<file path="src/wb_bridge_pkg.sv">
`default_nettype none

package wb_bridge_pkg;

    // master side, 64-bit Wishbone
    localparam int WIDE_ADDR_W = 29; // address counted in 64-bit words
    localparam int WIDE_DATA_W = 64;
    localparam int WIDE_SEL_W  = 8;

    // memory side, 32-bit Wishbone with byte addresses
    localparam int NARROW_DATA_W = 32;
    localparam int NARROW_SEL_W  = 4;

    // sram depth in 32-bit words, as a power of two
    localparam int MEM_WORDS_LOG2 = 10;

    // Wishbone cycle type tag
    typedef enum logic [2:0] {
        CTI_CLASSIC = 3'b000,
        CTI_INCR    = 3'b010, // incrementing burst
        CTI_END     = 3'b111  // last beat of a burst
    } cti_e;

    // Wishbone burst type tag
    typedef enum logic [1:0] {
        BTE_LINEAR = 2'b00,
        BTE_WRAP4  = 2'b01,
        BTE_WRAP8  = 2'b10,
        BTE_WRAP16 = 2'b11
    } bte_e;

    // 64-to-32 bridge FSM
    typedef enum logic [1:0] {
        ST_IDLE,
        ST_LOW,       // low word access
        ST_HIGH,      // high word access
        ST_WAIT_BEAT  // burst, waiting for next strobe
    } bridge_state_e;

endpackage

`default_nettype wire
</file>
<file path="src/wb32_arbiter.sv">
`timescale 1ns/1ps
`default_nettype none

module wb32_arbiter (
    input  logic                                    clk,
    input  logic                                    rst,
    input  logic                                    m0_cyc_i,
    input  logic                                    m0_stb_i,
    input  logic                                    m0_we_i,
    input  logic [31:0]                             m0_adr_i,
    input  logic [wb_bridge_pkg::NARROW_DATA_W-1:0] m0_dat_i,
    input  logic [wb_bridge_pkg::NARROW_SEL_W-1:0]  m0_sel_i,
    output logic [wb_bridge_pkg::NARROW_DATA_W-1:0] m0_dat_o,
    output logic                                    m0_ack_o,
    input  logic                                    m1_cyc_i,
    input  logic                                    m1_stb_i,
    input  logic                                    m1_we_i,
    input  logic [31:0]                             m1_adr_i,
    input  logic [wb_bridge_pkg::NARROW_DATA_W-1:0] m1_dat_i,
    input  logic [wb_bridge_pkg::NARROW_SEL_W-1:0]  m1_sel_i,
    output logic [wb_bridge_pkg::NARROW_DATA_W-1:0] m1_dat_o,
    output logic                                    m1_ack_o,
    output logic                                    s_cyc_o,
    output logic                                    s_stb_o,
    output logic                                    s_we_o,
    output logic [31:0]                             s_adr_o,
    output logic [wb_bridge_pkg::NARROW_DATA_W-1:0] s_dat_o,
    output logic [wb_bridge_pkg::NARROW_SEL_W-1:0]  s_sel_o,
    input  logic [wb_bridge_pkg::NARROW_DATA_W-1:0] s_dat_i,
    input  logic                                    s_ack_i
);

    logic gnt_vld_q;  // a master owns the slave
    logic gnt_q;      // 0 = m0, 1 = m1
    logic last_q;     // winner of the last arbitration
    logic hold;
    logic pick;

    // grant stays while the owner keeps its cycle open
    assign hold = gnt_vld_q && (gnt_q ? m1_cyc_i : m0_cyc_i);

    // round robin on a tie, else whoever asks
    assign pick = (m0_cyc_i && m1_cyc_i) ? ~last_q : m1_cyc_i;

    always_ff @(posedge clk or posedge rst) begin
        if (rst) begin
            gnt_vld_q <= 1'b0;
            gnt_q     <= 1'b0;
            last_q    <= 1'b1; // so m0 wins first
        end else if (!hold) begin
            gnt_vld_q <= m0_cyc_i || m1_cyc_i;
            if (m0_cyc_i || m1_cyc_i) begin
                gnt_q  <= pick;
                last_q <= pick;
            end
        end
    end

    // request path from the registered grant
    assign s_cyc_o = gnt_vld_q && (gnt_q ? m1_cyc_i : m0_cyc_i);
    assign s_stb_o = gnt_vld_q && (gnt_q ? m1_stb_i : m0_stb_i);
    assign s_we_o  = gnt_q ? m1_we_i  : m0_we_i;
    assign s_adr_o = gnt_q ? m1_adr_i : m0_adr_i;
    assign s_dat_o = gnt_q ? m1_dat_i : m0_dat_i;
    assign s_sel_o = gnt_q ? m1_sel_i : m0_sel_i;

    // ack only to the owner, read data to both
    assign m0_ack_o = s_ack_i && gnt_vld_q && !gnt_q;
    assign m1_ack_o = s_ack_i && gnt_vld_q && gnt_q;
    assign m0_dat_o = s_dat_i;
    assign m1_dat_o = s_dat_i;

endmodule

`default_nettype wire

</file>
<file path="config.mk">
export PLATFORM = sky130hd
export DESIGN_NAME = wb32_arbiter
export DESIGN_NICKNAME = d
export VERILOG_FILES = /design/src/wb_bridge_pkg.sv /design/src/wb32_arbiter.sv
export SDC_FILE = /design/constraint.sdc
export NUM_CORES = 1
export LEC_CHECK = 0
export BUFFER_PORTS_ARGS = -buffer_cell sky130_fd_sc_hd__buf_2
export CORE_AREA = 10 10 115 117
export CTS_CLUSTER_SIZE = 25
export DETAILED_ROUTE_END_ITERATION = 16
export DIE_AREA = 0 0 125 127
export SLEW_MARGIN = 20
export SYNTH_ARGS = -nofsm -noshare
export SYNTH_HDL_FRONTEND = slang
export SYNTH_SLANG_ARGS = --single-unit
</file>
<file path="constraint.sdc">
create_clock -name clk -period 1.3 [get_ports clk]
set_clock_uncertainty 0.1 [all_clocks]
set_input_delay 0.13 -clock clk [delete_from_list [all_inputs] [get_ports clk]]
set_output_delay 0.13 -clock clk [all_outputs]
set_load 0.01 [all_outputs]
</file>
### After elaboration in Yosys (flattened, before gate mapping)

Index checks and enable logic that the tools add are counted.

| storage, ports and cells | value |
|---|---|
| register bits | 3 |
| input bits | 177 |
| output and inout port bits | 137 |
| word-level logic and storage cells | 21 |

| operators by class | value |
|---|---|
| mux-type cells | 7 |
| bitwise logic cells | 2 |
| reductions and logical operators | 9 |

Operators with widths:

| kind | count |
|---|---|
| 32-bit 2-to-1 mux | 2 |
| 1-bit logical AND | 6 |
| 1-bit 2-to-1 mux | 4 |
| 4-bit 2-to-1 mux | 1 |
| 1-bit NOT | 2 |
| 2-bit AND reduction | 1 |
| 1-bit logical NOT | 1 |
| 1-bit logical OR | 1 |

### Depth between registers and ports, before layout

Gate-level depths: netlist of run 1.

| logic depth | value |
|---|---|
| depth after elaboration | 4 |
| mapped depth | 4 |
| gate-level depth less buffers | 3 |

### Worst setup path before layout of run 1

OpenSTA, ideal clock, no wires.

| timing path | value |
|---|---|
| path kind | reg2out |
| from | register gnt_q |
| to | output port s_adr_o[16] |
| arrival | 0.982 ns |
| data required time | 1.070 ns |
| path slack | 0.088 ns |
| cell stages (with the launch flop) | 4 |
| path buffers | 2 |
| path through | dfrtp_1 > buf_6 > buf_6 > mux2_4 |

| on the way | value |
|---|---|
| word-level cells in the longest chain between the ends | 1 |

Ends and longest elaborated chain:

| item | line | RTL |
|---|---|---|
| start: declaration | wb32_arbiter.sv:34 | `logic gnt_q;` |
| start signal: assignment | wb32_arbiter.sv:53 | `gnt_q <= pick;` |
| 32-bit 2-to-1 mux | wb32_arbiter.sv:63 | `assign s_adr_o = gnt_q ? m1_adr_i : m0_adr_i;` |
| end: declaration | wb32_arbiter.sv:26 | `output logic [31:0] s_adr_o,` |

Every way passes these cells.

### Worst setup path in the final report of run 1

| timing path | value |
|---|---|
| from | register gnt_q |
| to | output port s_dat_o[12] (netlist bit) |

| on the way | value |
|---|---|
| word-level cells in the longest chain between the ends | 1 |

Ends and longest elaborated chain:

| item | line | RTL |
|---|---|---|
| 32-bit 2-to-1 mux | wb32_arbiter.sv:64 | `assign s_dat_o = gnt_q ? m1_dat_i : m0_dat_i;` |
| end: declaration | wb32_arbiter.sv:27 | `output logic [wb_bridge_pkg::NARROW_DATA_W-1:0] s_dat_o,` |

Every way passes these cells.

==> results.tsv, run 1 <==
stage	metric	value	unit
synthesis	syn_area_per_cell	10.4	µm²
power	ir_drop	0.000327	V
clock_tree	postCtsSetupBuffers	0	
sta	slew-limit-headroom	87.7	%
layout	layout_common_cells	177 x buf_2, 49 x mux2_4, 40 x buf_6, 20 x mux2_2, 5 x clkbuf_16	
sta	rsz0062_at_grt	true	
sta	fin_hold_ws	0.0338	ns
synthesis	syn-cell-area	0.00169	mm²
sta	slew_viol_final	0	
clock_tree	clock-sinks	3	
clock_tree	numCtsBuffers	3	
routing	num_vias	1706	
synthesis	ys_warn_count	0	
layout	nFillCells	1156	
placement	dp_hpwl	6.40	mm
global_routing	grt_pass1_wl	10.4	mm
outcome	violations	negative setup slack	
setup_path	worstSetupPathType	register to output pin	
die	die-area	0.0159	mm²
power	power_density	771	mW/mm²
synthesis	synth_seq_cells	3	
job	maxCapViolCount	0	
setup_path	cp_num_buf_inv	2	
synthesis	synth_cells	163	
sta	worst_slew_pin_slew	0.185	ns
routing	wl	7.38	mm
outcome	status	finished with violations	
setup_path	crit_slowest_cell	dfrtp_4	
routing	drt_first_pass_iters	4	
clock_tree	clock_path_buffers	2	
global_routing	antenna_found_initial	0	
setup_path	arrival	1.44	ns
hold_path	hp-class	primary input to register	
setup_path	timing.critical_path.cells	clkbuf_16 > mux2_4 > buf_2	
setup_path	critPathMaxStageDelay	0.54	ns
setup_path	critPathCaptureType	output pin	
power	p_leak	1.59	nW
routing	viasPerCell	3.70	
die	die_x	125	µm
synthesis	synth_cell_types	16	
sta	setup_slack	-0.372	ns
die	start_util	15.2	%
global_routing	overflow	0	
clock_tree	clock_latency	0.22	ns
setup_path	crit_family	flip-flops	
clock_tree	clk_pin_slew	0.03	ns
layout	final_common_cell	buf_2	
global_routing	grt.total_usage	7.88	%
sta	fin_tns_setup	-24.52	ns
setup_path	worstSetupStartpointType	register	
synthesis	syn-num-nets	340	
clock_tree	h-tree-depth	1	
global_routing	grt_max_degree	36	
sta	min_period_over_period	129	%
layout	nNetsFinal	496	
placement	place_congestion	0.769	
routing	postRouteAntennaNets	0	
layout	multi_input_area	0.00106	mm²
layout	drive_gt1_share	94.0	%
sta	period_minus_slack	1.67	ns
global_routing	grt_pass1_vias	1981	
die	die_h	127	µm
routing	post_drt_wl_per_cell	16.0	µm
synthesis	yosysSeqAreaShare	4.51	%
layout	num_antenna_cells	0	
die	ios	314	
sta	fmax	598	MHz
clock_tree	cts_tree	yes	
sta	hold_violations	0	
die	core	0.0111	mm²
layout	areaGrowthSynthToFinish	68.6	%
setup_path	path_max_fanout	17	
layout	seq_area	80.1	µm²
routing	drc_errors	0	
placement	io_buffers	217	
routing	initialDrtViolationCount	17	
sta	setup_viol_count_final	73	
clock_tree	clock-root-buffer	clkbuf_16	
die	placementRows	39	
setup_path	critPathRequiredTime	1.07	ns
==> report_power, final <==
part	internal [mW]	total (mW)	switching, mW
clock	0.405	0.487	0.0828
combinational	0.980	1.57	0.594
sequential	0.116	0.139	0.0231
==> timing repair <==
item                                    in CTS  in global routing
hold endpoints to repair                     3                  0
resized for setup                            9                 36
endpoints found under the setup margin      73                 74
hold buffers                                 1                  0
cloned                                       0                  2
==> state kept, by name, indices dropped and copies added, names as in the netlist <==
signal / flops
gnt_vld_q: 1
last_q: 1
gnt_q: 1
==> cell type report <==
type	instances	area share, %
inverter	2	0.263
clock buffer	4	2.76
tap	143	6.27
multi-input combinational	86	37.0
sequential	3	2.81
timing repair buffer	223	50.9
==> cells by family after synthesis <==
kind of cell	after synthesis	synth area share, %
flops	3	4.51
compound gates	6	1.77
simple gates	9	2.59
buf+inv	74	33.4
mux	71	57.7
==> worst register-to-register path, delay by kind of cell, from the launching register on <==
family / cells / cell delay [ns]
buffers and inverters: 1 / 0.22
AO/OA/AOI/OAI: 3 / 0.35
flip-flops: 1 / 0.54
==> per-stage QoR <==
stage / cells / util, % / area, µm² / power, mW / setup slack, ns
finish: 461 / 25.7 / 2850 / 2.20 / -0.372
global route: 461 / 25.7 / 2850 / 2.34 / -0.405
detailed placement: 454 / 22.0 / 2450 / 1.46 / -0.146
global placement: 454 / 22.0 / 2450 / 1.44 / -0.130
floorplan: 163 / - / 1690 / 1.13 / 0.0883
CTS: 459 / 23.3 / 2600 / 2.01 / -0.384
==> synthesized netlist by cell type (all sizes together) <==
master / n / area (µm²)
or2: 1 / 6.26
dfrtp: 2 / 50.1
buf: 72 / 558
mux2: 69 / 957
nor2: 2 / 7.51
dfstp: 1 / 26.3
mux2i: 2 / 20.0
o21ai: 2 / 10.0
nand2: 3 / 11.3
inv: 2 / 7.51
a21oi: 4 / 20.0
nor2b: 2 / 12.5
nand2b: 1 / 6.26
==> per-layer routing <==
layer	global-route usage (%)	vias to the layer above	wire, µm
li1	-	804	-
met1	8.07	719	2770
met2	13.1	164	3540
met3	5.13	19	957
met4	2.10	0	120
met5	0	-	0
==> final timing paths <==
path | start | to | slack, ns | cells past startpoint
setup / recovery | gnt_q$_DFFE_PP0P_ | s_dat_o[12] | -0.37 | 3
hold / removal | m0_cyc_i | last_q$_DFFE_PP1P_ | 0.03 | 2
setup reg to reg | gnt_q$_DFFE_PP0P_ | last_q$_DFFE_PP1P_ | 0.01 | 4
hold reg to reg | last_q$_DFFE_PP1P_ | last_q$_DFFE_PP1P_ | 0.42 | 2
max in group asynchronous | rst | last_q$_DFFE_PP1P_ | 0.65 | 3
min in group asynchronous | rst | gnt_q$_DFFE_PP0P_ | 0.23 | 3
No activity file was read; power rests on OpenSTA's default activity.
==> run 2: changes to the inputs <==
--- a/config.mk
+++ b/config.mk
@@ -7,7 +7,8 @@
 export LEC_CHECK = 0
+export ABC_AREA = 1
 export BUFFER_PORTS_ARGS = -buffer_cell sky130_fd_sc_hd__buf_2
-export CORE_AREA = 10 10 115 117
+export CORE_AREA = 10 10 114 116
 export CTS_CLUSTER_SIZE = 25
 export DETAILED_ROUTE_END_ITERATION = 16
-export DIE_AREA = 0 0 125 127
+export DIE_AREA = 0 0 124 126
 export SLEW_MARGIN = 20
--- a/constraint.sdc
+++ b/constraint.sdc
@@ -4,2 +4,2 @@
 set_output_delay 0.13 -clock clk [all_outputs]
-set_load 0.01 [all_outputs]
+set_load 0.05 [all_outputs]
==> results.tsv, run 2 <==
stage	metric	value	unit	change
global_routing	grt_pass1_vias	2556		was 1981
power	p_leak	1.96	nW	was 1.59 nW
sta	period_minus_slack	1.54	ns	was 1.67 ns
die	start_util	14.4	%	was 15.2%
die	die-area	0.0156	mm²	was 0.0159 mm²
routing	viasPerCell	3.95		was 3.70
routing	drc_errors	0		unchanged
global_routing	antenna_found_initial	0		unchanged
synthesis	yosysTopAreaCell	nand2_1		was mux2_4
placement	dp_hpwl	7.31	mm	was 6.40 mm
synthesis	dominantRegCellSynth	dfrtp_1		unchanged
synthesis	syn_area_per_cell	4.93	µm²	was 10.4 µm²
synthesis	yosysSeqAreaShare	4.96	%	was 4.51%
clock_tree	clock-sinks	3		unchanged
job	maxCapViolCount	0		unchanged
layout	final_common_cell	nand2_1		was buf_2
setup_path	arrival	1.31	ns	was 1.44 ns
synthesis	synthArstFlopShare	100	%	unchanged
synthesis	syn-num-nets	489		was 340
hold_path	hp-class	primary input to register		unchanged
sta	fin_tns_setup	-13.74	ns	was -24.52 ns
sta	setup_slack	-0.235	ns	was -0.372 ns
global_routing	grt_pass1_wl	12.4	mm	was 10.4 mm
placement	place_congestion	0.748		was 0.769
synthesis	synth_top_area_share	52.5	%	was 42.6%
global_routing	grt.total_usage	9.87	%	was 7.88%
clock_tree	clk_pin_slew	0.03	ns	about the same
die	placementRows	38		was 39
synthesis	synth_cell_types	15		was 16
clock_tree	clock-root-buffer	clkbuf_8		was clkbuf_16
placement	place_area	0.00238	mm²	was 0.00245 mm²
power	ir_drop	0.00115	V	was 0.000327 V
synthesis	ys_warn_count	0		unchanged
setup_path	path_max_fanout	8		was 17
synthesis	synthTopCellsByCount	215 x nand2_1, 71 x buf_4, 7 x buf_2		was 64 x buf_4, 48 x mux2_4, 21 x mux2_2
routing	initialDrtViolationCount	57		was 17
setup_path	worstSetupStartpointType	register		unchanged
clock_tree	cts_tree	yes		unchanged
layout	fin_area	0.00321	mm²	was 0.00285 mm²
synthesis	synth_cells	312		was 163
sta	worst_slew_pin_slew	0.213	ns	was 0.185 ns
clock_tree	clock_latency	0.22	ns	about the same
synthesis	synth_edf_count	0		unchanged
setup_path	critPathRequiredTime	1.07	ns	about the same
clock_tree	h-tree-depth	1		unchanged
global_routing	grt_max_degree	39		was 36
setup_path	critPathCaptureType	output pin		unchanged
sta	slew-limit-headroom	85.6	%	was 87.7%
die	die_x	124	µm	was 125 µm
routing	postRouteAntennaNets	0		unchanged
power	power_density	2400	mW/mm²	was 771 mW/mm²
routing	num_vias	2412		was 1706
routing	drt_first_pass_iters	5		was 4
clock_tree	clock_path_buffers	2		unchanged
sta	setup_viol_count_final	73		unchanged
synthesis	synth_most_common_cell	nand2_1		was buf_4
sta	min_period_over_period	118	%	was 129%
sta	hold_violations	0		unchanged
setup_path	worstSetupPathType	register to output pin		unchanged
layout	seq_area	77.6	µm²	was 80.1 µm²
placement	io_buffers	217		unchanged
sta	slew_viol_final	0		unchanged
clock_tree	numCtsBuffers	3		unchanged
die	ios	314		unchanged
synthesis	synth_seq_cells	3		unchanged
layout	nFillCells	1152		was 1156
synthesis	synthTopCellsByArea	nand2_1 52%, buf_4 35%, dfrtp_1 3.3%		was mux2_4 43%, buf_4 28%, mux2_2 14%
die	core	0.0107	mm²	was 0.0111 mm²
sta	rsz0062_at_grt	true		unchanged
die	die_h	126	µm	was 127 µm
global_routing	overflow	0		unchanged
outcome	violations	negative setup slack		unchanged
layout	num_antenna_cells	0		unchanged
layout	layout_common_cells	178 x nand2_1, 144 x buf_2, 46 x buf_6, 24 x nand2_2, 18 x buf_4		was 177 x buf_2, 49 x mux2_4, 40 x buf_6, 20 x mux2_2, 5 x clkbuf_16
layout	drive_gt1_share	59.9	%	was 94.0%
outcome	status	finished with violations		unchanged
synthesis	syn-cell-area	0.00154	mm²	was 0.00169 mm²
layout	top_regs	gnt_q: 1 flops, gnt_vld_q: 1 flops, last_q: 1 flops		unchanged
layout	areaGrowthSynthToFinish	109	%	was 68.6%
routing	wl	9.10	mm	was 7.38 mm
layout	multi_input_area	0.00105	mm²	was 0.00106 mm²
sta	fmax	651	MHz	was 598 MHz
routing	post_drt_wl_per_cell	14.9	µm	was 16.0 µm
layout	nNetsFinal	649		was 496
-- run 2: critical path, cell delays in order (launching register included) --
cell	delay [ns]
dfrtp_2	0.39
clkinv_4	0.11
buf_12	0.14
buf_16	0.14
nor3_4	0.11
buf_6	0.18
-- run 2: timing repair --
| item | 4_1_cts | 5_1_grt |
|---|---|---|
| pin swaps | 2 | 7 |
| setup buffers | 2 | 0 |
| endpoints found under the hold margin | 3 | 0 |
| gates resized for setup | 141 | 69 |
| setup endpoints to repair | 73 | 74 |
| gates cloned | 2 | 1 |
| hold buffers | 1 | 0 |
-- run 2: final timing paths --
path                               startpoint               endpoint  slack, ns  cells past startpoint
setup / recovery            gnt_q$_DFFE_PP0P_               m1_ack_o      -0.24                      5
hold / removal                       m1_cyc_i  gnt_vld_q$_DFFE_PP0N_       0.09                      3
setup reg to reg            gnt_q$_DFFE_PP0P_      gnt_q$_DFFE_PP0P_       0.09                      7
hold reg to reg            last_q$_DFFE_PP1P_     last_q$_DFFE_PP1P_       0.37                      2
max in group asynchronous                 rst     last_q$_DFFE_PP1P_       0.67                      3
min in group asynchronous                 rst  gnt_vld_q$_DFFE_PP0N_       0.22                      3
-- run 2: layer usage --
layer	wire length (µm)	share of wire [%]	global-route usage, %
met5	0	0	0
met4	299	3.3	3.66
met3	1430	16	5.27
met2	4660	51	19.4
met1	2710	30	7.78
-- run 2: where the power goes --
part | switching (mW) | leakage, nW | total, mW | internal [mW]
Combinational | 4.61 | 1.90 | 7.28 | 2.66
Clock | 0.0627 | 0.0228 | 0.272 | 0.209
Sequential | 0.0297 | 0.0318 | 0.161 | 0.132
-- run 2: through the flow --
step / hold WS, ns / total power [mW] / util [%] / instances / setup slack (ns)
3_5_place_dp: -0.0950 / 5.64 / 22.3 / 601 / -0.0593
5_1_grt: 0.115 / 8.12 / 30.0 / 611 / -0.282
6_report: 0.0906 / 7.71 / 30.0 / 611 / -0.235
3_3_place_gp: -0.0984 / 5.63 / 22.3 / 601 / -0.0487
2_1_floorplan: -0.217 / 4.70 / - / 312 / -0.120
4_1_cts: 0.0795 / 7.23 / 27.6 / 610 / -0.230
-- run 2: cell type report --
| class | count | area share (%) |
|---|---|---|
| Timing Repair Buffer | 234 | 57.1 |
| Multi-Input combinational cell | 223 | 32.6 |
| Tap cell | 140 | 5.46 |
| Sequential cell | 3 | 2.42 |
| Clock buffer | 4 | 1.40 |
| Inverter | 7 | 0.975 |
-- run 2: logic make-up after synthesis --
group | synth area share [%]
AOI/OAI and AO/OA | 0.650
DFF | 4.96
buffers and inverters | 39.4
and+or+nand+nor | 55.0
