### src/wb_bridge_pkg.sv
`default_nettype none

package wb_bridge_pkg;

    // master side, 64-bit Wishbone
    localparam int WIDE_ADDR_W = 29; // address counted in 64-bit words
    localparam int WIDE_DATA_W = 64;
    localparam int WIDE_SEL_W  = 8;

    // memory side, 32-bit Wishbone with byte addresses
    localparam int NARROW_DATA_W = 32;
    localparam int NARROW_SEL_W  = 4;

    // sram depth in 32-bit words, as a power of two
    localparam int MEM_WORDS_LOG2 = 10;

    // Wishbone cycle type tag
    typedef enum logic [2:0] {
        CTI_CLASSIC = 3'b000,
        CTI_INCR    = 3'b010, // incrementing burst
        CTI_END     = 3'b111  // last beat of a burst
    } cti_e;

    // Wishbone burst type tag
    typedef enum logic [1:0] {
        BTE_LINEAR = 2'b00,
        BTE_WRAP4  = 2'b01,
        BTE_WRAP8  = 2'b10,
        BTE_WRAP16 = 2'b11
    } bte_e;

    // 64-to-32 bridge FSM
    typedef enum logic [1:0] {
        ST_IDLE,
        ST_LOW,       // low word access
        ST_HIGH,      // high word access
        ST_WAIT_BEAT  // burst, waiting for next strobe
    } bridge_state_e;

endpackage

`default_nettype wire
### src/wb64_to_wb32_bridge.sv
`timescale 1ns/1ps
`default_nettype none

module wb64_to_wb32_bridge (
    input  logic                                    clk,
    input  logic                                    rst,
    input  logic                                    cyc_i,
    input  logic                                    stb_i,
    input  logic                                    we_i,
    input  logic [wb_bridge_pkg::WIDE_ADDR_W-1:0]   adr_i,
    input  logic [wb_bridge_pkg::WIDE_DATA_W-1:0]   dat_i,
    input  logic [wb_bridge_pkg::WIDE_SEL_W-1:0]    sel_i,
    input  wb_bridge_pkg::cti_e                     cti_i,
    input  wb_bridge_pkg::bte_e                     bte_i,
    output logic [wb_bridge_pkg::WIDE_DATA_W-1:0]   dat_o,
    output logic                                    ack_o,
    output logic                                    n_cyc_o,
    output logic                                    n_stb_o,
    output logic                                    n_we_o,
    output logic [31:0]                             n_adr_o,
    output logic [wb_bridge_pkg::NARROW_DATA_W-1:0] n_dat_o,
    output logic [wb_bridge_pkg::NARROW_SEL_W-1:0]  n_sel_o,
    input  logic [wb_bridge_pkg::NARROW_DATA_W-1:0] n_dat_i,
    input  logic                                    n_ack_i
);
    import wb_bridge_pkg::*;

    bridge_state_e              state_q, state_d;
    logic                       we_q, we_d;
    cti_e                       cti_q, cti_d;
    bte_e                       bte_q, bte_d;
    logic [WIDE_ADDR_W-1:0]     adr_q, adr_d;
    logic [WIDE_SEL_W-1:0]      sel_q, sel_d;
    logic [WIDE_DATA_W-1:0]     dat_q, dat_d;
    logic [NARROW_DATA_W-1:0]   low_rd_q, low_rd_d; // low read word, held until high ack

    // next 64-bit word address of a burst, wrapping inside aligned groups
    function automatic logic [WIDE_ADDR_W-1:0] next_addr(
        input logic [WIDE_ADDR_W-1:0] a,
        input bte_e                   bte
    );
        logic [WIDE_ADDR_W-1:0] inc;
        inc = a + 1'b1;
        case (bte)
            BTE_WRAP4:  next_addr = {a[WIDE_ADDR_W-1:2], inc[1:0]};
            BTE_WRAP8:  next_addr = {a[WIDE_ADDR_W-1:3], inc[2:0]};
            BTE_WRAP16: next_addr = {a[WIDE_ADDR_W-1:4], inc[3:0]};
            default:    next_addr = inc; // linear
        endcase
    endfunction

    assign dat_o   = {n_dat_i, low_rd_q}; // high word straight from memory
    assign n_cyc_o = (state_q != ST_IDLE); // held across a whole burst
    assign n_we_o  = we_q;

    always_comb begin
        state_d  = state_q;
        we_d     = we_q;
        cti_d    = cti_q;
        bte_d    = bte_q;
        adr_d    = adr_q;
        sel_d    = sel_q;
        dat_d    = dat_q;
        low_rd_d = low_rd_q;
        ack_o    = 1'b0;
        n_stb_o  = 1'b0;
        n_adr_o  = {adr_q, 3'b000};
        n_sel_o  = sel_q[NARROW_SEL_W-1:0];
        n_dat_o  = dat_q[NARROW_DATA_W-1:0];

        case (state_q)
            ST_IDLE: begin
                if (cyc_i && stb_i) begin
                    state_d = ST_LOW;
                    we_d    = we_i;
                    cti_d   = cti_i;
                    bte_d   = bte_i;
                    adr_d   = adr_i;
                    sel_d   = sel_i;
                    dat_d   = dat_i;
                end
            end
            ST_LOW: begin
                n_stb_o = 1'b1;
                if (n_ack_i) begin
                    low_rd_d = n_dat_i;
                    state_d  = ST_HIGH;
                end
            end
            ST_HIGH: begin
                n_stb_o = 1'b1;
                n_adr_o = {adr_q, 3'b100};
                n_sel_o = sel_q[WIDE_SEL_W-1:NARROW_SEL_W];
                n_dat_o = dat_q[WIDE_DATA_W-1:NARROW_DATA_W];
                if (n_ack_i) begin
                    ack_o = 1'b1; // wide beat done with the high word
                    if (cti_q == CTI_INCR) begin
                        adr_d   = next_addr(adr_q, bte_q);
                        state_d = ST_WAIT_BEAT;
                    end else begin
                        state_d = ST_IDLE;
                    end
                end
            end
            ST_WAIT_BEAT: begin
                if (!cyc_i) begin
                    state_d = ST_IDLE; // master gave up the burst
                end else if (stb_i) begin
                    state_d = ST_LOW;
                    cti_d   = cti_i;
                    bte_d   = bte_i;
                    sel_d   = sel_i;
                    dat_d   = dat_i;
                end
            end
            default: state_d = ST_IDLE;
        endcase
    end

    always_ff @(posedge clk or posedge rst) begin
        if (rst) begin
            state_q <= ST_IDLE;
            we_q    <= 1'b0;
            cti_q   <= CTI_CLASSIC;
            bte_q   <= BTE_LINEAR;
        end else begin
            state_q <= state_d;
            we_q    <= we_d;
            cti_q   <= cti_d;
            bte_q   <= bte_d;
        end
    end

    always_ff @(posedge clk) begin
        adr_q    <= adr_d;
        sel_q    <= sel_d;
        dat_q    <= dat_d;
        low_rd_q <= low_rd_d;
    end

endmodule

`default_nettype wire

### config.mk
export PLATFORM = sky130hd
export DESIGN_NAME = wb64_to_wb32_bridge
export DESIGN_NICKNAME = d
export VERILOG_FILES = /design/src/wb_bridge_pkg.sv /design/src/wb64_to_wb32_bridge.sv
export SDC_FILE = /design/constraint.sdc
export NUM_CORES = 1
export LEC_CHECK = 0
export BUFFER_PORTS_ARGS = -buffer_cell sky130_fd_sc_hd__buf_2
export CAP_MARGIN = 15
export CORE_MARGIN = 8
export CORE_UTILIZATION = 51
export DETAILED_ROUTE_END_ITERATION = 10
export GPL_TIMING_DRIVEN = 0
export PLACE_DENSITY = 0.84
export SYNTH_ARGS = -nofsm -noshare
export SYNTH_HDL_FRONTEND = slang
export SYNTH_SLANG_ARGS = --single-unit
export TNS_END_PERCENT = 30
### constraint.sdc
create_clock -name clk -period 5.25 [get_ports clk]
set_input_delay 1.05 -clock clk [delete_from_list [all_inputs] [get_ports clk]]
set_output_delay 1.05 -clock clk [all_outputs]
set_load 0.03 [all_outputs]
* Yosys cells after proc, flatten, opt, wreduce, memory -nomap -nowiden
Cells that the tools add are included.
Cells by class: add/sub/neg operators 1, eq/ne operators 17, multiplexer cells 34, reduce and logical (&&, ||, !) cells 14
Operators by type and width (number):
- $mux 64 | 3
- $pmux 64 s2 | 1
- $mux 29 | 3
- $pmux 29 s3 | 1
- $pmux 29 s2 | 1
- $mux 32 | 1
- $add 29x1->29 const B | 1
- $mux 8 | 3
- $mux 2 | 9
- $ne 2x2->1 const B | 9
- $pmux 8 s2 | 1
- $mux 3 | 4
- $reduce_and 4->1 | 3
- $eq 2x2->1 const B | 4
- $pmux 2 s4 | 1
- $reduce_and 7->1 | 1
- $pmux 3 s2 | 1
- $reduce_and 6->1 | 1
- $reduce_bool 2->1 | 3
- $reduce_and 5->1 | 1
- $eq 2x1->1 const B | 2
- $mux 4 | 1
- $pmux 2 s2 | 1
- $reduce_and 2->1 | 2
- 6 further kinds | 8
Storage, ports and cells: register bits 141, input bits 144, output and inout bits 136, word-level logic and storage cells 77

* Logic depth before layout (Yosys ltp)
Gate-level depths: netlist (run 1).
depth in word-level cells 5, gate-level depth with buffers 7

* Worst setup path before layout (run 1)
No wires, ideal clock.
path kind flip-flop to output port, start point reg state_q[0], end point out n_dat_o[16] (netlist bit), arrival 2190 ps, data required time 4200 ps, setup slack 2010 ps, cell stages (with the launch flop) 7, path through dfrtp_1 > inv_1 > ha_1 > clkbuf_1 > clkbuf_1 > buf_1 > mux2_2
Between the ends: longest elaborated chain between the ends 2
RTL lines:
- start, declared | line wb64_to_wb32_bridge.sv:28 | bridge_state_e state_q, state_d;
- start signal, assigned | line wb64_to_wb32_bridge.sv:127 | state_q <= state_d;
- $eq 2x2->1 | line wb64_to_wb32_bridge.sv:71 | case (state_q)
- $mux 32 | line wb64_to_wb32_bridge.sv:71
- end, declared | line wb64_to_wb32_bridge.sv:21 | output logic [wb_bridge_pkg::NARROW_DATA_W-1:0] n_dat_o,
No other way between the ends.

* Final worst setup path (run 1)
start point reg state_q[0], end point out n_dat_o[28] (netlist bit)
Same word-level chain as after synthesis.

==> results.cfg, run 1 <==
[clocking]
cts_buffer_depth = 2
htree_levels = 4
cts_resized = 0
clock-sinks = 141
insertion_delay_ps = 420
cts_root_buffer = clkbuf_16
clkTransAtPathRegs_ps = 60
cts_hold_buf = 0
cts_setup_buffers = 0
numCtsBuffers = 17
cts_tree = yes

[run_status]
outcome = finished clean

[grt]
antenna_found_initial = 2
grt_pass1_vias = 5060
grt_pass1_wl_mm = 27.7
grtUsageTotal_pct = 23.0
grt_start_max_net_pins = 47
gr-total-overflow = 0

[cells_and_area]
final_cell_area_mm2 = 0.00837
syn_to_final_growth_pct = 37.1
regArea_mm2 = 0.00419
instances_no_fill = 882
multi_input_area_mm2 = 0.00157
drive_gt1_share_pct = 54.2
nFillCells = 818
fin_util_pct = 70.6
nets = 869

[pwr]
power.density_mw_per_mm2 = 494
leakage_nw = 3.46
power_mw = 4.14
clkPwrFrac_pct = 30.5
p_sw_share_pct = 34.8
pwr-share-seq_pct = 38.5
comb_power_share_pct = 31.0
peakVddDrop_mv = 0.328
p_int_mw = 2.70
p_sw_mw = 1.44

[routing]
ant_nets = 0
vias = 4742
drc = 0
routed_via_density = 5.38
wire_per_inst_um = 21.0
drtIter0Drc = 344
totalWireLength_mm = 18.6
first_pass_iters = 7

[sta]
timing.final.ws_setup_ps = 1130
setup_tns_ps = 0
worst_hold_slack_ps = 534
layout_min_cycle_time_ps = 4120
setup_violations = 0
hold_violations = 0
tightest_slew_ps = 802
rsz0062_at_grt = no
skew_ps = 7.36
period_share_pct = 78.4
drv_slew = 0
max_slew_margin_pct = 46.5
fmax_mhz = 243

[yosys]
syn_area_mm2 = 0.00611
yosysWarnings = 0
syn_area_per_cell_um2 = 14.5
synthCells = 420
seq_area_frac_synth_pct = 68.7
synth-seq-cells = 141
synth_cell_types = 45

[min_path]
hp-start = n_we_o
whs_path_depth = 1
min_to = n_we_o
holdCritPathClass = flop to flop

[floorplanning]
top_level_ports = 280
dieArea_mm2 = 0.0157
fp.dieH_um = 125
num_rows = 40
core_mm2 = 0.0119
start_util_pct = 51.5
die_width_um = 125

[place]
hpwlAfterDp_mm = 14.2
post-place-cells = 848
portBuffers = 277
post-place-ws_ps = 1540
placed_area_mm2 = 0.00775
gp_congestion = 0.897

[worst_setup_path]
cp_common_cell = clkbuf_1
path_buf_inv = 5
crit_path_top_delay_cell = buf_1
crit_fanout = 10
cp_data_required_time_ps = 4200
crit_path_cell_trace = inv_1, ha_1, clkbuf_1, clkbuf_1, buf_1, mux2_2, buf_2
critical_path_arrival_ps = 3070
crit_type = flop to output pin
rr_worst_depth = 8
r2r-start = state_q[0]
startpoint_type = flop
slowest_delay_ps = 610
r2r_slack_ps = 2200
critical-path-top-delay-family = buffers and inverters
endpoint_kind = output pin
r2r-end = adr_q[17]

[job]
cap_violations = 0
## logic make-up (layout without fill, tap and decap cells)
kind of cell	after synthesis	after routing	share of synthesized area (%)
fa+ha+maj	5	5	1.02
buf+inv	60	372	5.80
compound gates	51	51	5.10
other cells	1	4	0.0614
mux	43	43	7.93
simple gates	106	106	9.55
xor+xnor	13	13	1.86
flops	141	141	68.7
## synth_stat cells
library cell	instances	share of area, %
edfxtp_1	133	65
mux2_2	43	7.9
buf_4	34	4.2
nor2_1	32	2.0
a21oi_1	16	1.3
a31oi_1	14	1.4
clkbuf_1	13	0.80
nand4_1	13	1.3
nand2_1	12	0.74
nand3_1	11	0.90
inv_1	9	0.55
xor2_1	9	1.3
dfrtp_1	8	3.3
o31ai_1	8	0.98
or4_1	8	0.98
and3_1	7	0.72
o21ai_0	6	0.49
and2_1	5	0.51
ha_1	5	1.0
xnor2_1	4	0.57
buf_1	3	0.18
or3_2	3	0.37
nor3_1	2	0.16
a211o_1	1	0.14
a21o_1	1	0.12
and3_2	1	0.12
and4_1	1	0.14
and4b_1	1	0.16
buf_2	1	0.082
conb_1	1	0.061
nand3_2	1	0.16
nand4bb_1	1	0.18
nor2b_1	1	0.10
nor4_1	1	0.10
nor4bb_1	1	0.16
o21ai_1	1	0.082
o22ai_1	1	0.10
o2bb2ai_1	1	0.14
o311ai_0	1	0.14
o41ai_1	1	0.14
or3_1	1	0.10
or3b_2	1	0.14
or4_2	1	0.14
or4b_1	1	0.16
or4b_2	1	0.16
## worst max path at each step
stage	start	depth (start not counted)	to
4_1_cts	state_q[0]	7	n_dat_o[28]
5_1_grt	state_q[0]	7	n_dat_o[28]
6_report	state_q[0]	7	n_dat_o[28]
3_3_place_gp	state_q[0]	7	adr_q[17]
3_5_place_dp	state_q[0]	7	n_dat_o[28]
2_1_floorplan	state_q[0]	6	n_dat_o[16]
## cell usage in the layout, fill, tap and decap left out, types with 2 or more instances in the layout
master / synthesis / final
inv_6: 0 / 2
ha_1: 5 / 5
clkbuf_1: 13 / 14
edfxtp_1: 133 / 133
clkbuf_16: 0 / 17
and3_1: 7 / 7
nor3_1: 2 / 2
xnor2_1: 4 / 4
diode_2: 0 / 2
dfrtp_1: 8 / 8
buf_1: 3 / 3
conb_1: 1 / 2
or4_1: 8 / 8
nor2_1: 32 / 31
or3_2: 3 / 3
buf_2: 1 / 278
o21ai_0: 6 / 6
nand2_1: 12 / 12
bufinv_16: 0 / 4
clkinv_4: 0 / 2
and2_1: 5 / 5
a21oi_1: 16 / 16
buf_4: 34 / 34
mux2_2: 43 / 43
clkinvlp_4: 0 / 4
a31oi_1: 14 / 14
xor2_1: 9 / 9
clkinv_1: 0 / 2
nand3_1: 11 / 11
o31ai_1: 8 / 8
inv_1: 9 / 8
nand4_1: 13 / 13
## power groups by stage
stage	Combinational, mW	Sequential (mW)	Clock, mW
finish	1.28	1.59	1.26
global route	1.37	1.61	1.31
CTS	1.30	1.59	1.27
detailed placement	1.29	1.61	0
global placement	1.23	1.60	0
floorplan	0.712	1.75	0
## flip-flops by register name (all words and copies together), names as in the netlist
register  cells
state_q       2
bte_q         2
low_rd_q     32
cti_q         3
dat_q        64
sel_q         8
n_we_o        1
adr_q        29
## metal layers
layer  track usage, %  vias to the layer above  part of all wire, %
met5                0                        -                    0
met4             10.1                        0                  1.8
met3             9.56                       28                   10
met2             42.6                      256                   55
met1             21.7                     2287                   33
li1                 -                     2171                    -
## cell type report
class / instances / share of cell area, %
flip-flops and latches: 141 / 50.1
multi-input cells: 220 / 18.7
repair buffers: 280 / 17.3
clock buffers: 18 / 5.13
plain buffers: 51 / 3.83
clock inverters: 14 / 2.30
well taps: 147 / 2.20
inverters: 9 / 0.403
diodes: 2 / 0.0598
Power figures use the tool's default switching activity.
==> run 2, diff against run 1 <==
--- a/config.mk
+++ b/config.mk
@@ -8,10 +8,10 @@
 export BUFFER_PORTS_ARGS = -buffer_cell sky130_fd_sc_hd__buf_2
 export CAP_MARGIN = 15
 export CORE_MARGIN = 8
-export CORE_UTILIZATION = 51
+export CORE_UTILIZATION = 42
 export DETAILED_ROUTE_END_ITERATION = 10
 export GPL_TIMING_DRIVEN = 0
-export PLACE_DENSITY = 0.84
+export PLACE_DENSITY = 0.74
 export SYNTH_ARGS = -nofsm -noshare
 export SYNTH_HDL_FRONTEND = slang
 export SYNTH_SLANG_ARGS = --single-unit
==> constraint.sdc (replaced) <==
create_clock -name clk -period 3.6 [get_ports clk]
set_input_delay 0.72 -clock clk [delete_from_list [all_inputs] [get_ports clk]]
set_output_delay 0.72 -clock clk [all_outputs]
set_load 0.03 [all_outputs]
==> run 2 against run 1 <==
Net effect: combinational power grew 45%; largest power group unchanged; non-clock buffer count unchanged; first-iteration DRC count is 2.9% higher; cell count increased by 3.9%; clock skew about the same; register-to-register slack got worse by 1500 ps; design area hardly changed; critical path depth unchanged; count of clock-buffer cells in the layout fell by 1; worst hold slack worse by 290 ps.
==> results.cfg, run 2 (synthesis results as in run 1) <==
[grt]
grt_pass1_wl_mm = 25.6
grtUsageTotal_pct = 18.0
grt_pass1_vias = 4898
grt_start_max_net_pins = 38
antenna_found_initial = 1
gr-total-overflow = 0

[routing]
vias = 4649
ant_nets = 0
wire_per_inst_um = 18.5
drtIter0Drc = 354
first_pass_iters = 5
totalWireLength_mm = 17.0
drc = 0
routed_via_density = 5.08

[sta]
setup_violations = 0
timing.final.ws_setup_ps = 238
drv_slew = 0
skew_ps = 7.49
hold_violations = 0
max_slew_margin_pct = 37.2
layout_min_cycle_time_ps = 3360
period_share_pct = 93.4
worst_hold_slack_ps = 242
fmax_mhz = 297
tightest_slew_ps = 941
rsz0062_at_grt = no
setup_tns_ps = 0

[cells_and_area]
instances_no_fill = 916
drive_gt1_share_pct = 54.8
num_antenna_cells = 0
syn_to_final_growth_pct = 37.2
layout_common_cells = buf_2, edfxtp_1, mux2_2, buf_4, nor2_1
nFillCells = 1216
top_regs = dat_q x64, low_rd_q x32, adr_q x29
top_register = dat_q
largest_reg_flops = 64
nets = 869
final_common_cell = buf_2

[pwr]
power_mw = 5.93
power.density_mw_per_mm2 = 708
peakVddDrop_mv = 0.474
leakage_nw = 3.47

[worst_setup_path]
cp_data_required_time_ps = 2880
crit_fanout = 10
crit_path_cell_trace = inv_1, ha_1, clkbuf_1, clkbuf_2, buf_2, mux2_2, buf_2
startpoint_type = flop
rr_worst_depth = 8
r2r-start = state_q[0]
crit_type = flop to output pin
slowest_delay_ps = 410
r2r_slack_ps = 690
critical_path_arrival_ps = 2640
critical-path-top-delay-family = buffers and inverters
crit_end = n_dat_o[26]
cp.depth = 7
path_buf_inv = 5
cp_common_cell = buf_2
crit_path_top_delay_cell = dfrtp_1
crit_path_start = state_q[0]
endpoint_kind = output pin
r2r-end = adr_q[16]

[floorplanning]
top_level_ports = 280
dieArea_mm2 = 0.0187
fp.dieH_um = 137
start_util_pct = 42.5
num_rows = 44
die_width_um = 137
core_mm2 = 0.0144

[min_path]
holdCritPathClass = primary input to asynchronous set/reset pin

[clocking]
cts_tree = yes
insertion_delay_ps = 410
numCtsBuffers = 17
htree_levels = 4
cts_root_buffer = clkbuf_16
cts_hold_buf = 0
clock-sinks = 141
cts_buffer_depth = 2
clkTransAtPathRegs_ps = 60

[place]
post-place-cells = 885
gp_congestion = 0.838
hpwlAfterDp_mm = 13.2
post-place-ws_ps = 257
portBuffers = 277

[run_status]
outcome = finished clean

[job]
cap_violations = 0
run 2: changes by cell type in the layout (fill, tap and decap cells not counted), sizes merged:
cell	previous run	this run
bufinv	4	3
clkbuf	31	30
clkinv	4	6
clkinvlp	4	2
diode	2	0
inv	11	12
run 2: layout make-up:
| type | instances | area [um2] | share of cell area (%) |
|---|---|---|---|
| Clock inverter | 14 | 168 | 2.00 |
| Multi-Input combinational cell | 220 | 1570 | 18.7 |
| Sequential cell | 141 | 4190 | 50.1 |
| Clock buffer | 17 | 425 | 5.08 |
| Tap cell | 184 | 230 | 2.75 |
| Timing Repair Buffer | 280 | 1440 | 17.1 |
| Buffer | 51 | 324 | 3.87 |
| Inverter | 9 | 33.8 | 0.403 |
run 2: worst min path at each step:
stage / endpoint / cells past startpoint / startpoint
after global placement: n_we_o / 1 / n_we_o
after CTS: n_we_o / 2 / rst
after floorplan: cti_q[1] / 1 / cti_q[1]
after global routing: n_we_o / 2 / rst
final: n_we_o / 2 / rst
after detailed placement: n_we_o / 1 / n_we_o
run 2: timing repair:
action                                  in CTS  in global routing
setup buffers                                0                  0
gates cloned                                 0                  0
endpoints found under the setup margin      15                 16
resized for setup                            2                  2
run 2: layer usage:
metal / share of wire (%) / up-vias / GRT usage (%)
li1: - / 2173 / -
met1: 36 / 2184 / 20.0
met2: 50 / 260 / 30.4
met3: 11 / 30 / 7.23
met4: 2.1 / 2 / 6.47
met5: 0.059 / - / 0
run 2: power by group:
group,switching (mW),internal [mW]
Sequential,0.150,2.16
Clock,0.686,1.09
Combinational,1.24,0.609
run 2: stage by stage:
stage                     util [%]  cell area, um2
final                         58.3            8380
after global routing          58.3            8380
after CTS                     58.3            8380
after detailed placement      54.1            7780
after global placement        53.8            7730
after floorplan                  -            6110
==> run 3, diff against run 2 <==
--- a/config.mk
+++ b/config.mk
@@ -12,6 +12,7 @@
 export DETAILED_ROUTE_END_ITERATION = 10
 export GPL_TIMING_DRIVEN = 0
 export PLACE_DENSITY = 0.74
+export RECOVER_POWER = 25
 export SYNTH_ARGS = -nofsm -noshare
 export SYNTH_HDL_FRONTEND = slang
 export SYNTH_SLANG_ARGS = --single-unit
==> run 3 against run 2 <==
Net effect: utilization down 0.078 points; count of clock-buffer cells in the layout unchanged; first-iteration DRC count unchanged; die area unchanged; critical path depth unchanged; flip-flop and latch count unchanged; combinational power about the same; global-route usage unchanged.
==> results.cfg, run 3 (synthesis results as in run 1) <==
[worst_setup_path]
startpoint_type = flop
crit_type = flop to output pin
slowest_delay_ps = 410
endpoint_kind = output pin
crit_path_top_delay_cell = dfrtp_1
critical_path_arrival_ps = 2640
cp_data_required_time_ps = 2880
cp_common_cell = buf_2
crit_fanout = 10
crit_path_cell_trace = inv_1, ha_1, clkbuf_1, clkbuf_2, buf_2, mux2_2, buf_2

[clocking]
numCtsBuffers = 17
htree_levels = 4
clock-sinks = 141
cts_root_buffer = clkbuf_16
cts_buffer_depth = 2
insertion_delay_ps = 410
clkTransAtPathRegs_ps = 60
cts_tree = yes

[cells_and_area]
syn_to_final_growth_pct = 37.0
top_regs = dat_q x64, low_rd_q x32, adr_q x29
nets = 869
layout_common_cells = buf_2, edfxtp_1, mux2_2, buf_4, nor2_1
num_antenna_cells = 0
drive_gt1_share_pct = 53.6
top_register = dat_q
largest_reg_flops = 64
instances_no_fill = 916
final_common_cell = buf_2

[routing]
dr_wl_met2_mm = 8.52
first_pass_iters = 5
top_layer = met5
routed_via_density = 5.07
drc = 0
wl_met1_mm = 6.15
totalWireLength_mm = 16.9
wl_met3_mm = 1.90
wire_per_inst_um = 18.5
drtIter0Drc = 354
vias = 4645
ant_nets = 0

[place]
portBuffers = 277
post-place-cells = 885
post-place-ws_ps = 257
hpwlAfterDp_mm = 13.2
gp_congestion = 0.838

[pwr]
peakVddDrop_mv = 0.474
leakage_nw = 3.45
power.density_mw_per_mm2 = 709

[sta]
timing.final.ws_setup_ps = 238
period_share_pct = 93.4
setup_violations = 0
skew_ps = 7.47
drv_slew = 0
layout_min_cycle_time_ps = 3360
setup_tns_ps = 0
fmax_mhz = 297
tightest_slew_ps = 942
max_slew_margin_pct = 37.2
rsz0062_at_grt = no
hold_violations = 0

[min_path]
holdCritPathClass = primary input to asynchronous set/reset pin

[floorplanning]
dieArea_mm2 = 0.0187
top_level_ports = 280
start_util_pct = 42.5
die_width_um = 137
num_rows = 44
fp.dieH_um = 137
core_mm2 = 0.0144

[grt]
grt_pass1_vias = 4898
gr-total-overflow = 0
grt_start_max_net_pins = 38
antenna_found_initial = 1
grt_pass1_wl_mm = 25.6
grtUsageTotal_pct = 18.0

[run_status]
outcome = finished clean

[job]
cap_violations = 0
==> run 3: area by class of cell <==
| type | instances | area [um2] |
|---|---|---|
| fill | 1224 | 6000 |
| sequential | 141 | 4190 |
| multi-input combinational | 220 | 1570 |
| timing repair buffer | 280 | 1430 |
| clock buffer | 17 | 425 |
| buffer | 51 | 324 |
| tap | 184 | 230 |
| clock inverter | 14 | 168 |
| inverter | 9 | 33.8 |
==> run 3: timing repair <==
action,in CTS,in global routing
hold buffers,0,0
endpoints found under the hold margin,0,0
setup buffers,0,0
resized for setup,2,2
endpoints found under the setup margin,15,16
==> run 3: metrics by stage <==
step | power [mW] | utilization, % | cell area [um2] | hold WS [ps]
after detailed placement | 4.20 | 54.1 | 7780 | 496
after floorplan | 3.59 | - | 6110 | 493
after CTS | 5.99 | 58.3 | 8380 | 242
after global placement | 4.13 | 53.8 | 7730 | 490
final | 5.93 | 58.2 | 8370 | 241
after global routing | 6.20 | 58.2 | 8370 | 258
==> run 3: final timing paths <==
kind	start	end	slack [ps]	depth (start not counted)
max	state_q[0]	n_dat_o[26]	240	7
max reg2reg	state_q[0]	adr_q[18]	700	8
max in group asynchronous	rst	state_q[1]	3120	2
min	rst	n_we_o	240	2
min reg2reg	n_we_o	n_we_o	510	1
min in group clk	sel_i[4]	sel_q[4]	480	1
==> run 3: power by group <==
part	switching, mW	leakage, nW	internal (mW)
Sequential	0.150	1.32	2.16
Combinational	1.24	1.84	0.608
Clock	0.686	0.287	1.09
Total	2.08	3.45	3.85
==> run 3: per-layer routing <==
metal  vias to the layer above  GRT usage, %
li1                       2177             -
met1                      2187          20.0
met2                       249          30.4
met3                        30          7.23
met4                         2          6.47
met5                         -             0
==> run 3: critical path, delay by kind of cell, from the launching register on <==
family	cells	cell delay [ps]
buffers and inverters	5	1270
DFF	1	410
muxes	1	370
adders and majority gates	1	170
